--- src/rx_params.svh ---
// completer-request receive engine parameters
// stream widths, request codes and throughput window length
`ifndef RX_PARAMS_SVH
`define RX_PARAMS_SVH

// stream and fifo word widths
`define RX_DATA_W        256      // full beat, also one fifo word
`define RX_HALF_W        128      // 4-DW half beat

// descriptor field widths
`define RX_DWCNT_W       11       // DW length field
`define RX_ADDR_W        11       // latched DW address

// request type codes from the descriptor
`define RX_TYPE_MEM_RD   4'd0
`define RX_TYPE_MEM_WR   4'd1

// throughput window
`define RX_WINDOW_CYCLES 25000000 // 100 ms at 250 MHz
`define RX_CNT_W         32

`endif

--- src/rx_pkg.sv ---
// completer-request receive types
// request descriptor, the two views of a stream beat and the FSM states
`default_nettype none

`include "rx_params.svh"

package rx_pkg;

  ////////////////////////////////////////////////////
  // 128-bit completer request descriptor, msb first
  ////////////////////////////////////////////////////
  typedef struct packed {
    logic                     rsvd_hi;    // bit 127
    logic [2:0]               attr;
    logic [2:0]               tc;
    logic [16:0]              rsvd_bar;   // bar aperture, bar id, target function
    logic [7:0]               tag;
    logic [15:0]              req_id;
    logic                     rsvd_79;
    logic [3:0]               req_type;
    logic [`RX_DWCNT_W-1:0]   dw_cnt;
    logic [61:0]              addr;       // DW address, low bits used
    logic [1:0]               addr_type;
  } cq_desc_t;

  // header beat: payload DW0..DW3 above the descriptor
  typedef struct packed {
    logic [`RX_HALF_W-1:0] payload;
    cq_desc_t              desc;
  } cq_hdr_beat_t;

  // continuation beat: two 4-DW halves
  typedef struct packed {
    logic [`RX_HALF_W-1:0] upper;
    logic [`RX_HALF_W-1:0] lower;
  } cq_body_beat_t;

  typedef union packed {
    cq_hdr_beat_t  hdr;
    cq_body_beat_t body;
  } cq_beat_u;

  ////////////////////////////////////////////////////
  // request FSM states
  ////////////////////////////////////////////////////
  typedef enum logic [2:0] {
    IDLE,        // waiting for a header beat
    READ_WAIT,   // completion pending, intake held off
    WRITE_BODY,  // continuation beats of a long write
    FLUSH,       // carried half goes out alone
    DISCARD      // unsupported request, drop to tlast
  } rx_state_e;

endpackage

`default_nettype wire

--- src/rx_pack_if.sv ---
// pack command link between the request FSM and the payload packer
// strobes and remaining DW count go one way, the word write comes back
`timescale 1ns/1ps
`default_nettype none

`include "rx_params.svh"

interface rx_pack_if;

  logic                   load_first;  // write header on the stream
  logic                   load_body;   // write continuation beat
  logic                   flush;       // carry goes out alone
  logic [`RX_DWCNT_W-1:0] dw_left;     // payload DWs not yet written
  logic                   word_wr;     // registered fifo write

  modport ctrl (output load_first, output load_body, output flush, output dw_left,
                input word_wr);
  modport pack (input load_first, input load_body, input flush, input dw_left,
                output word_wr);

endinterface

`default_nettype wire

--- src/cq_rx_fsm.sv ---
// completer request FSM
// decodes header beats, latches the single-DW read descriptor, tracks the
// remaining write payload and drives tready and the pack strobes
`timescale 1ns/1ps
`default_nettype none

`include "rx_params.svh"

module cq_rx_fsm (
  input  logic                   clk,
  input  logic                   rst_n,
  input  rx_pkg::cq_beat_u       beat_i,
  input  logic [7:0]             tuser_be_i,    // first/last DW byte enables
  input  logic                   tvalid_i,
  input  logic                   tlast_i,
  input  logic                   compl_done_i,
  output logic                   tready_o,
  output logic                   req_compl_o,
  output logic [`RX_ADDR_W-1:0]  req_addr_o,
  output logic [2:0]             req_tc_o,
  output logic [2:0]             req_attr_o,
  output logic [15:0]            req_rid_o,
  output logic [7:0]             req_tag_o,
  output logic [7:0]             req_be_o,
  rx_pack_if.ctrl                pack
);

  rx_pkg::rx_state_e      state_q;
  rx_pkg::rx_state_e      state_d;
  rx_pkg::cq_desc_t       desc;
  logic [`RX_DWCNT_W-1:0] dw_left_q;
  logic [`RX_DWCNT_W-1:0] dw_left_d;
  logic                   beat_ok;
  logic                   in_idle;
  logic                   is_wr;
  logic                   take_rd;
  logic                   hdr_short;

  ////////////////////////////////////////////////////
  // header decode, first view of the beat
  ////////////////////////////////////////////////////
  assign desc      = beat_i.hdr.desc;
  assign beat_ok   = tvalid_i & tready_o;           // beat moves this cycle
  assign in_idle   = state_q == rx_pkg::IDLE;       // every beat here is a header
  assign is_wr     = desc.req_type == `RX_TYPE_MEM_WR;
  assign take_rd   = (desc.req_type == `RX_TYPE_MEM_RD) &&
                     (desc.dw_cnt == `RX_DWCNT_W'(1));
  assign hdr_short = desc.dw_cnt <= `RX_DWCNT_W'(4); // fits in the header beat

  // intake held off while a completion or a flush is pending
  assign tready_o    = (state_q != rx_pkg::READ_WAIT) && (state_q != rx_pkg::FLUSH);
  assign req_compl_o = state_q == rx_pkg::READ_WAIT;

  // pack commands
  assign pack.load_first = beat_ok && in_idle && is_wr;
  assign pack.load_body  = beat_ok && (state_q == rx_pkg::WRITE_BODY);
  // last body word leaves in the flush cycle, carry follows it
  assign pack.flush      = (state_q == rx_pkg::FLUSH) && pack.word_wr;
  assign pack.dw_left    = in_idle ? desc.dw_cnt : dw_left_q;

  ////////////////////////////////////////////////////
  // next state
  ////////////////////////////////////////////////////
  always_comb begin
    state_d   = state_q;
    dw_left_d = dw_left_q;
    case (state_q)
      rx_pkg::IDLE: begin
        if (beat_ok) begin
          if (take_rd) begin
            state_d = rx_pkg::READ_WAIT;
          end else if (is_wr) begin
            dw_left_d = desc.dw_cnt;
            if (!hdr_short) state_d = rx_pkg::WRITE_BODY; // more beats follow
          end else if (!tlast_i) begin
            state_d = rx_pkg::DISCARD;                     // odd read or other type
          end
        end
      end
      rx_pkg::READ_WAIT: begin
        if (compl_done_i) state_d = rx_pkg::IDLE;
      end
      rx_pkg::WRITE_BODY: begin
        if (beat_ok) begin
          dw_left_d = dw_left_q - `RX_DWCNT_W'(8);  // one 8-DW word per beat
          if (tlast_i) begin
            // upper half of the last beat still holds payload
            state_d = (dw_left_q > `RX_DWCNT_W'(8)) ? rx_pkg::FLUSH : rx_pkg::IDLE;
          end
        end
      end
      rx_pkg::FLUSH: begin
        if (pack.word_wr) state_d = rx_pkg::IDLE;
      end
      rx_pkg::DISCARD: begin
        if (beat_ok && tlast_i) state_d = rx_pkg::IDLE;
      end
      default: state_d = rx_pkg::IDLE;
    endcase
  end

  always_ff @(posedge clk) begin
    if (!rst_n) begin
      state_q   <= rx_pkg::IDLE;
      dw_left_q <= '0;
    end else begin
      state_q   <= state_d;
      dw_left_q <= dw_left_d;
    end
  end

  ////////////////////////////////////////////////////
  // read descriptor latch
  ////////////////////////////////////////////////////
  always_ff @(posedge clk) begin
    if (beat_ok && in_idle && take_rd) begin
      req_addr_o <= desc.addr[`RX_ADDR_W-1:0];
      req_tc_o   <= desc.tc;
      req_attr_o <= desc.attr;
      req_rid_o  <= desc.req_id;
      req_tag_o  <= desc.tag;
      req_be_o   <= tuser_be_i;
    end
  end

endmodule

`default_nettype wire

--- src/wr_payload_packer.sv ---
// write payload packer
// carries the upper half of each beat and assembles 8-DW fifo words,
// zero-filling every DW slot past the end of the payload
`timescale 1ns/1ps
`default_nettype none

`include "rx_params.svh"

module wr_payload_packer (
  input  logic                  clk,
  input  logic                  rst_n,
  input  rx_pkg::cq_beat_u      beat_i,
  output logic                  fifo_wr_en_o,
  output logic [`RX_DATA_W-1:0] fifo_wr_data_o,
  rx_pack_if.pack               pack
);

  localparam int SLOTS = `RX_DATA_W / 32;  // DWs per fifo word

  logic [`RX_HALF_W-1:0] carry_q;
  logic [`RX_DATA_W-1:0] word_raw;
  logic [`RX_DATA_W-1:0] word_masked;
  logic                  word_go;

  // upper half waits for the next beat's lower half
  always_ff @(posedge clk) begin
    if (pack.load_first || pack.load_body) begin
      carry_q <= beat_i.body.upper;   // header DW0..DW3 or body upper half
    end
  end

  ////////////////////////////////////////////////////
  // word assembly, oldest DWs in the low slots
  ////////////////////////////////////////////////////
  always_comb begin
    word_raw = {beat_i.body.lower, carry_q};  // body beat
    if (pack.load_first) begin
      word_raw = {{`RX_HALF_W{1'b0}}, beat_i.hdr.payload};  // short write
    end else if (pack.flush) begin
      word_raw = {{`RX_HALF_W{1'b0}}, carry_q};
    end
  end

  always_comb begin
    word_masked = word_raw;
    for (int i = 0; i < SLOTS; i++) begin
      if (pack.dw_left <= `RX_DWCNT_W'(i)) word_masked[i*32 +: 32] = '0; // past payload
    end
  end

  // a long write header only fills the carry
  assign word_go = pack.load_body | pack.flush |
                   (pack.load_first && (pack.dw_left <= `RX_DWCNT_W'(4)));

  always_ff @(posedge clk) begin
    if (!rst_n) fifo_wr_en_o <= 1'b0;
    else        fifo_wr_en_o <= word_go;
  end

  always_ff @(posedge clk) begin
    if (word_go) fifo_wr_data_o <= word_masked;
  end

  assign pack.word_wr = fifo_wr_en_o;  // back to the FSM

endmodule

`default_nettype wire

--- src/throughput_window.sv ---
// throughput window
// counts fifo writes over a fixed number of cycles and publishes the total
// with a one-cycle valid pulse at each window end
`timescale 1ns/1ps
`default_nettype none

`include "rx_params.svh"

module throughput_window #(
  parameter int unsigned WINDOW_CYCLES = `RX_WINDOW_CYCLES
) (
  input  logic                 clk,
  input  logic                 rst_n,
  input  logic                 clear_i,        // restarts window and count
  input  logic                 count_en_i,     // fifo write strobe
  output logic [`RX_CNT_W-1:0] total_o,
  output logic                 total_valid_o
);

  logic [`RX_CNT_W-1:0] timer_q;
  logic [`RX_CNT_W-1:0] count_q;
  logic                 wrap;

  assign wrap = timer_q == `RX_CNT_W'(WINDOW_CYCLES - 1);  // last cycle of window

  always_ff @(posedge clk) begin
    if (!rst_n || clear_i) begin
      timer_q       <= '0;
      count_q       <= '0;
      total_o       <= '0;
      total_valid_o <= 1'b0;
    end else begin
      timer_q       <= wrap ? '0 : timer_q + 1'b1;
      total_valid_o <= wrap;
      if (wrap) begin
        total_o <= count_q;                     // publish, held till next wrap
        count_q <= `RX_CNT_W'(count_en_i);      // wrap-cycle write opens next window
      end else if (count_en_i) begin
        count_q <= count_q + 1'b1;
      end
    end
  end

endmodule

`default_nettype wire

--- src/cq_rx_engine.sv ---
// completer-request receive engine, 256-bit request stream
// single-DW read descriptor capture, write payload packing into 8-DW fifo
// words and a windowed fifo write counter
`timescale 1ns/1ps
`default_nettype none

`include "rx_params.svh"

module cq_rx_engine #(
  parameter int unsigned WINDOW_CYCLES = `RX_WINDOW_CYCLES
) (
  input  logic                  clk,
  input  logic                  rst_n,
  // completer request stream
  input  logic [`RX_DATA_W-1:0] cq_tdata_i,
  input  logic [7:0]            cq_tuser_be_i,
  input  logic                  cq_tvalid_i,
  input  logic                  cq_tlast_i,
  output logic                  cq_tready_o,
  // completion request and read descriptor
  output logic                  req_compl_o,
  input  logic                  compl_done_i,
  output logic [`RX_ADDR_W-1:0] req_addr_o,
  output logic [2:0]            req_tc_o,
  output logic [2:0]            req_attr_o,
  output logic [15:0]           req_rid_o,
  output logic [7:0]            req_tag_o,
  output logic [7:0]            req_be_o,
  // receive fifo
  output logic                  fifo_wr_en_o,
  output logic [`RX_DATA_W-1:0] fifo_wr_data_o,
  // throughput
  input  logic                  tput_clear_i,
  output logic [`RX_CNT_W-1:0]  tput_count_o,
  output logic                  tput_valid_o
);

  rx_pkg::cq_beat_u beat;
  rx_pack_if        pack_if ();

  assign beat = rx_pkg::cq_beat_u'(cq_tdata_i);

  cq_rx_fsm fsm_i (
    .clk          (clk),
    .rst_n        (rst_n),
    .beat_i       (beat),
    .tuser_be_i   (cq_tuser_be_i),
    .tvalid_i     (cq_tvalid_i),
    .tlast_i      (cq_tlast_i),
    .compl_done_i (compl_done_i),
    .tready_o     (cq_tready_o),
    .req_compl_o  (req_compl_o),
    .req_addr_o   (req_addr_o),
    .req_tc_o     (req_tc_o),
    .req_attr_o   (req_attr_o),
    .req_rid_o    (req_rid_o),
    .req_tag_o    (req_tag_o),
    .req_be_o     (req_be_o),
    .pack         (pack_if.ctrl)
  );

  wr_payload_packer packer_i (
    .clk            (clk),
    .rst_n          (rst_n),
    .beat_i         (beat),
    .fifo_wr_en_o   (fifo_wr_en_o),
    .fifo_wr_data_o (fifo_wr_data_o),
    .pack           (pack_if.pack)
  );

  // every fifo write counts toward the window
  throughput_window #(
    .WINDOW_CYCLES (WINDOW_CYCLES)
  ) tput_i (
    .clk           (clk),
    .rst_n         (rst_n),
    .clear_i       (tput_clear_i),
    .count_en_i    (fifo_wr_en_o),
    .total_o       (tput_count_o),
    .total_valid_o (tput_valid_o)
  );

endmodule

`default_nettype wire

--- config.mk ---
export PLATFORM = sky130hd
export DESIGN_NAME = cq_rx_engine
export DESIGN_NICKNAME = d
export VERILOG_FILES = /design/src/rx_pkg.sv /design/src/rx_pack_if.sv /design/src/cq_rx_fsm.sv /design/src/wr_payload_packer.sv /design/src/throughput_window.sv /design/src/cq_rx_engine.sv
export VERILOG_INCLUDE_DIRS = /design/src
export SDC_FILE = /design/constraint.sdc
export NUM_CORES = 1
export LEC_CHECK = 0
export BUFFER_PORTS_ARGS = -buffer_cell sky130_fd_sc_hd__buf_2
export CORE_MARGIN = 1.5
export CORE_UTILIZATION = 35
export DETAILED_ROUTE_END_ITERATION = 10
export PLACE_DENSITY = 0.6
export RECOVER_POWER = 50
export SLEW_MARGIN = 20
export SYNTH_ARGS = -nofsm -noshare
export SYNTH_HDL_FRONTEND = slang
export SYNTH_SLANG_ARGS = --single-unit
--- constraint.sdc ---
create_clock -name clk -period 45.8 [get_ports clk]
set_input_delay 4.58 -clock clk [delete_from_list [all_inputs] [get_ports clk]]
set_output_delay 4.58 -clock clk [all_outputs]
set_load 0.03 [all_outputs]
==> results.md <==
- Area share of the largest cell type after synthesis: 0.6212
- Iter 0 DRT Violations: 816
- Power Internal: 826.8 µW
- EDFF count, synth: ~430
- Antenna violations before repair: 12
- Reg2Reg Launch Point: fsm_i.state_q[2]
- Row cnt: 89
- DR WL met2: 31750 µm
- Status: finished, violations left
- Fmax achieved: 95.36 MHz
- Initial core utilization: 0.3547
- Period utilization: 0.2290
- Top cell type by total area after synthesis: edfxtp_1
- Worst Setup Start Kind: input port
- Comb power frac: 0.047
- CP Class: in2reg
- Clock skew: around 0.032 ns
- GP Congestion: 0.8569
- Register area share after synthesis: 0.7283
- Post-route insts no fill: 3086
- Setup crit end kind: flop
- Dpl cells: 2972
- Syn-to-layout area delta: 24.32%
- WP data required: 46.06 ns
- Synth Cell Area: 20930 µm²
- Clock network power share: 0.439
- Cell Pwr Density: 40.45 nW/µm²
- CP endpoint: packer_i.carry_q[27]
- Largest cells by area after synthesis: edfxtp_1 62%, dfxtp_1 11%, nand2_1 6.7%
- Final-report max-slew violation count: 186
- Yosys warns: 0
- GRT Overall Usage: 0.1943
- Final setup viols: 0
- Share of layout cells above drive strength 1: 0.1189
- Reg power frac: 0.514
- Final instance area: approximately 26000 µm²
- Maximum root-to-sink buffer count: 3
- Die Width: 247.6 µm
- Switch Pwr: 225.7 µW
- Setup crit start: cq_tdata_i[75]
- Crit Path Max Fanout: 85
- Pwr Total: 1.053 mW
- Die area: 61280 µm²
- Async SR Flop Fraction: 0
- Top_reg_cell synth: edfxtp_1
- Max Cap Viol: 4
- Hold_buf cts: 0
- Rel. slew slack: -1.661
- Mapped Cells: ~1700
- Placed inst area: between 20000 and 25000 µm²
- Lkg Pwr: 8.749 nW
- Number of global-route vias before repair: around 15000
- FF-to-FF End: packer_i.carry_q[27]
- Ports: 611
- Post-Route Setup TNS: 0 ns
- PostCTS Resize Cnt: 0
- Worst skew pair latency: 0.62 ns
- Yosys cell types: 61
- First-pass GRT wire length: 90600 µm
- Clock root cell: clkbuf_16
- RSZ-0062 raised after global routing: no
- Syn_area_per_cell: 12.64 µm²
- R2R depth: 5
- CTS tree: yes
- H-tree lvl count: 2
- Flops & latches, synth: about 550
- Switching share of total power: 0.2145
- Max VDD drop: 0.02940 mV
- Setup WS post-layout: ~35 ns
- CP arrival: 10.75 ns
- Drt wl/cell: 20.36 µm
- Routed wire length: 62840 µm
- Worst-Margin Slew: ~4.0 ns
- # clock sinks: 545
- Overflow after GRT: 0
- R2r setup slk: between 30 and 40 ns
- Syn_nets: 1929
- Tmin final: 10.49 ns
- DP HPWL: 44650 µm
- IO buf count: ~600
- Post-CTS setup buffer count: 0
- Pre-CTS setup slack: 35.81 ns
- Via count: 15044
- Area of the core: 59020 µm²
- Fin nets: 2530
- Antenna-violating nets left: 0
- Met3 wire length: 4695 µm
- Top Layer Used: met5
- Die Y: roughly 250 µm
- Largest net degree at the start of global routing: 87
- TritonCTS buffer count: 56
- DRC viols: 0
- Metal1 wirelength: 24490 µm
- Hold Vio Cnt, Final: 0
- HP Class: reg2reg
- Via density: roughly 4.9
- Clk slew on worst S/H paths: around 0.060 ns
- Failing checks: max-capacitance violations, max-slew violations
- DR pass1 iterations: 5
flip-flops by register name, indices dropped and copies added (netlist names), 11 cells and up:
name,count
fsm_i.dw_left_q,11
packer_i.fifo_wr_data_o,256
fsm_i.req_addr_o,11
fsm_i.req_rid_o,16
packer_i.carry_q,128
tput_i.count_q,32
tput_i.timer_q,32
tput_i.total_o,32
placed cells by master, fill, tap and decap left out, types with 42 or more instances in the layout:
master and n:
a21oi_1 183, clkbuf_1 475, buf_2 150, nand2_1 370
dfxtp_1 112, and2_1 88, edfxtp_1 433, and3_1 42
clkbuf_16 58, nor2_1 77
power groups by stage:
stage	sequential [mW]	clock (mW)	combinational [mW]
finish	0.542	0.462	0.0491
global route	0.542	0.490	0.0542
CTS	0.541	0.473	0.0521
detailed placement	0.552	0	0.0519
global placement	0.552	0	0.0503
floorplan	0.556	0	0.0237
stage by stage:
stage	util	hold WS, ns
6_report	0.4409	0.4515
4_1_cts	0.4514	0.4539
3_3_place_gp	0.4197	0.4394
3_5_place_dp	0.4197	0.4452
2_1_floorplan	-	0.4376
5_1_grt	0.4408	0.4730
critical path, cell delays in order:
cell	delay [ns]
clkbuf_1	0.17
or4b_1	0.35
nor2_1	0.15
o21ai_0	0.67
clkinvlp_2	3.28
buf_4	1.47
cell usage after synthesis (all sizes together) (3+ instances only):
library cell	n
edfxtp	433
nand2	372
a21oi	185
dfxtp	112
and2	101
nor2	77
clkbuf	51
and3	42
buf	39
nand4	29
xor2	28
nand3	27
xnor2	25
nor3	22
o21ai	19
nor4	13
inv	12
or3	9
and4	8
nand2b	5
mux2i	4
a31oi	3
ha	3
nor2b	3
or2	3
or4	3
logic make-up after synthesis:
family,count (synthesis),share of synthesized area
AO/OA/AOI/OAI,224,0.05810
XOR/XNOR,53,0.02218
adder cells (fa/ha/maj),3,0.001793
buffers and inverters,102,0.02277
flip-flops,545,0.7283
multiplexers,6,0.002989
AND/OR/NAND/NOR,723,0.1638
worst min-delay path by stage:
stage                                  start            endpoint  slack [ns]  cells after the start
after floorplan            tput_i.timer_q[0]   tput_i.timer_q[0]        0.44                      1
after global placement    tput_i.total_o[12]  tput_i.total_o[12]        0.44                      2
after detailed placement  tput_i.total_o[28]  tput_i.total_o[28]        0.45                      2
after CTS                 tput_i.total_o[28]  tput_i.total_o[28]        0.45                      2
after global routing      tput_i.total_o[12]  tput_i.total_o[12]        0.47                      2
final                     tput_i.total_o[28]  tput_i.total_o[28]        0.45                      2
area by class of cell:
type	instances	area [µm²]
tap	773	967.2
sequential	545	15240
fill	5726	33000
clock buffer	77	1574
clock inverter	28	297.8
inverter	12	46.29
multi-input combinational	1009	5230
antenna	9	22.52
timing repair buffer	633	2639
layer usage:
metal	vias up	global-route usage
li1	7082	-
met1	7299	0.2373
met2	548	0.3359
met3	109	0.04671
met4	6	0.06560
met5	-	0
Power figures use the tool's default switching activity.
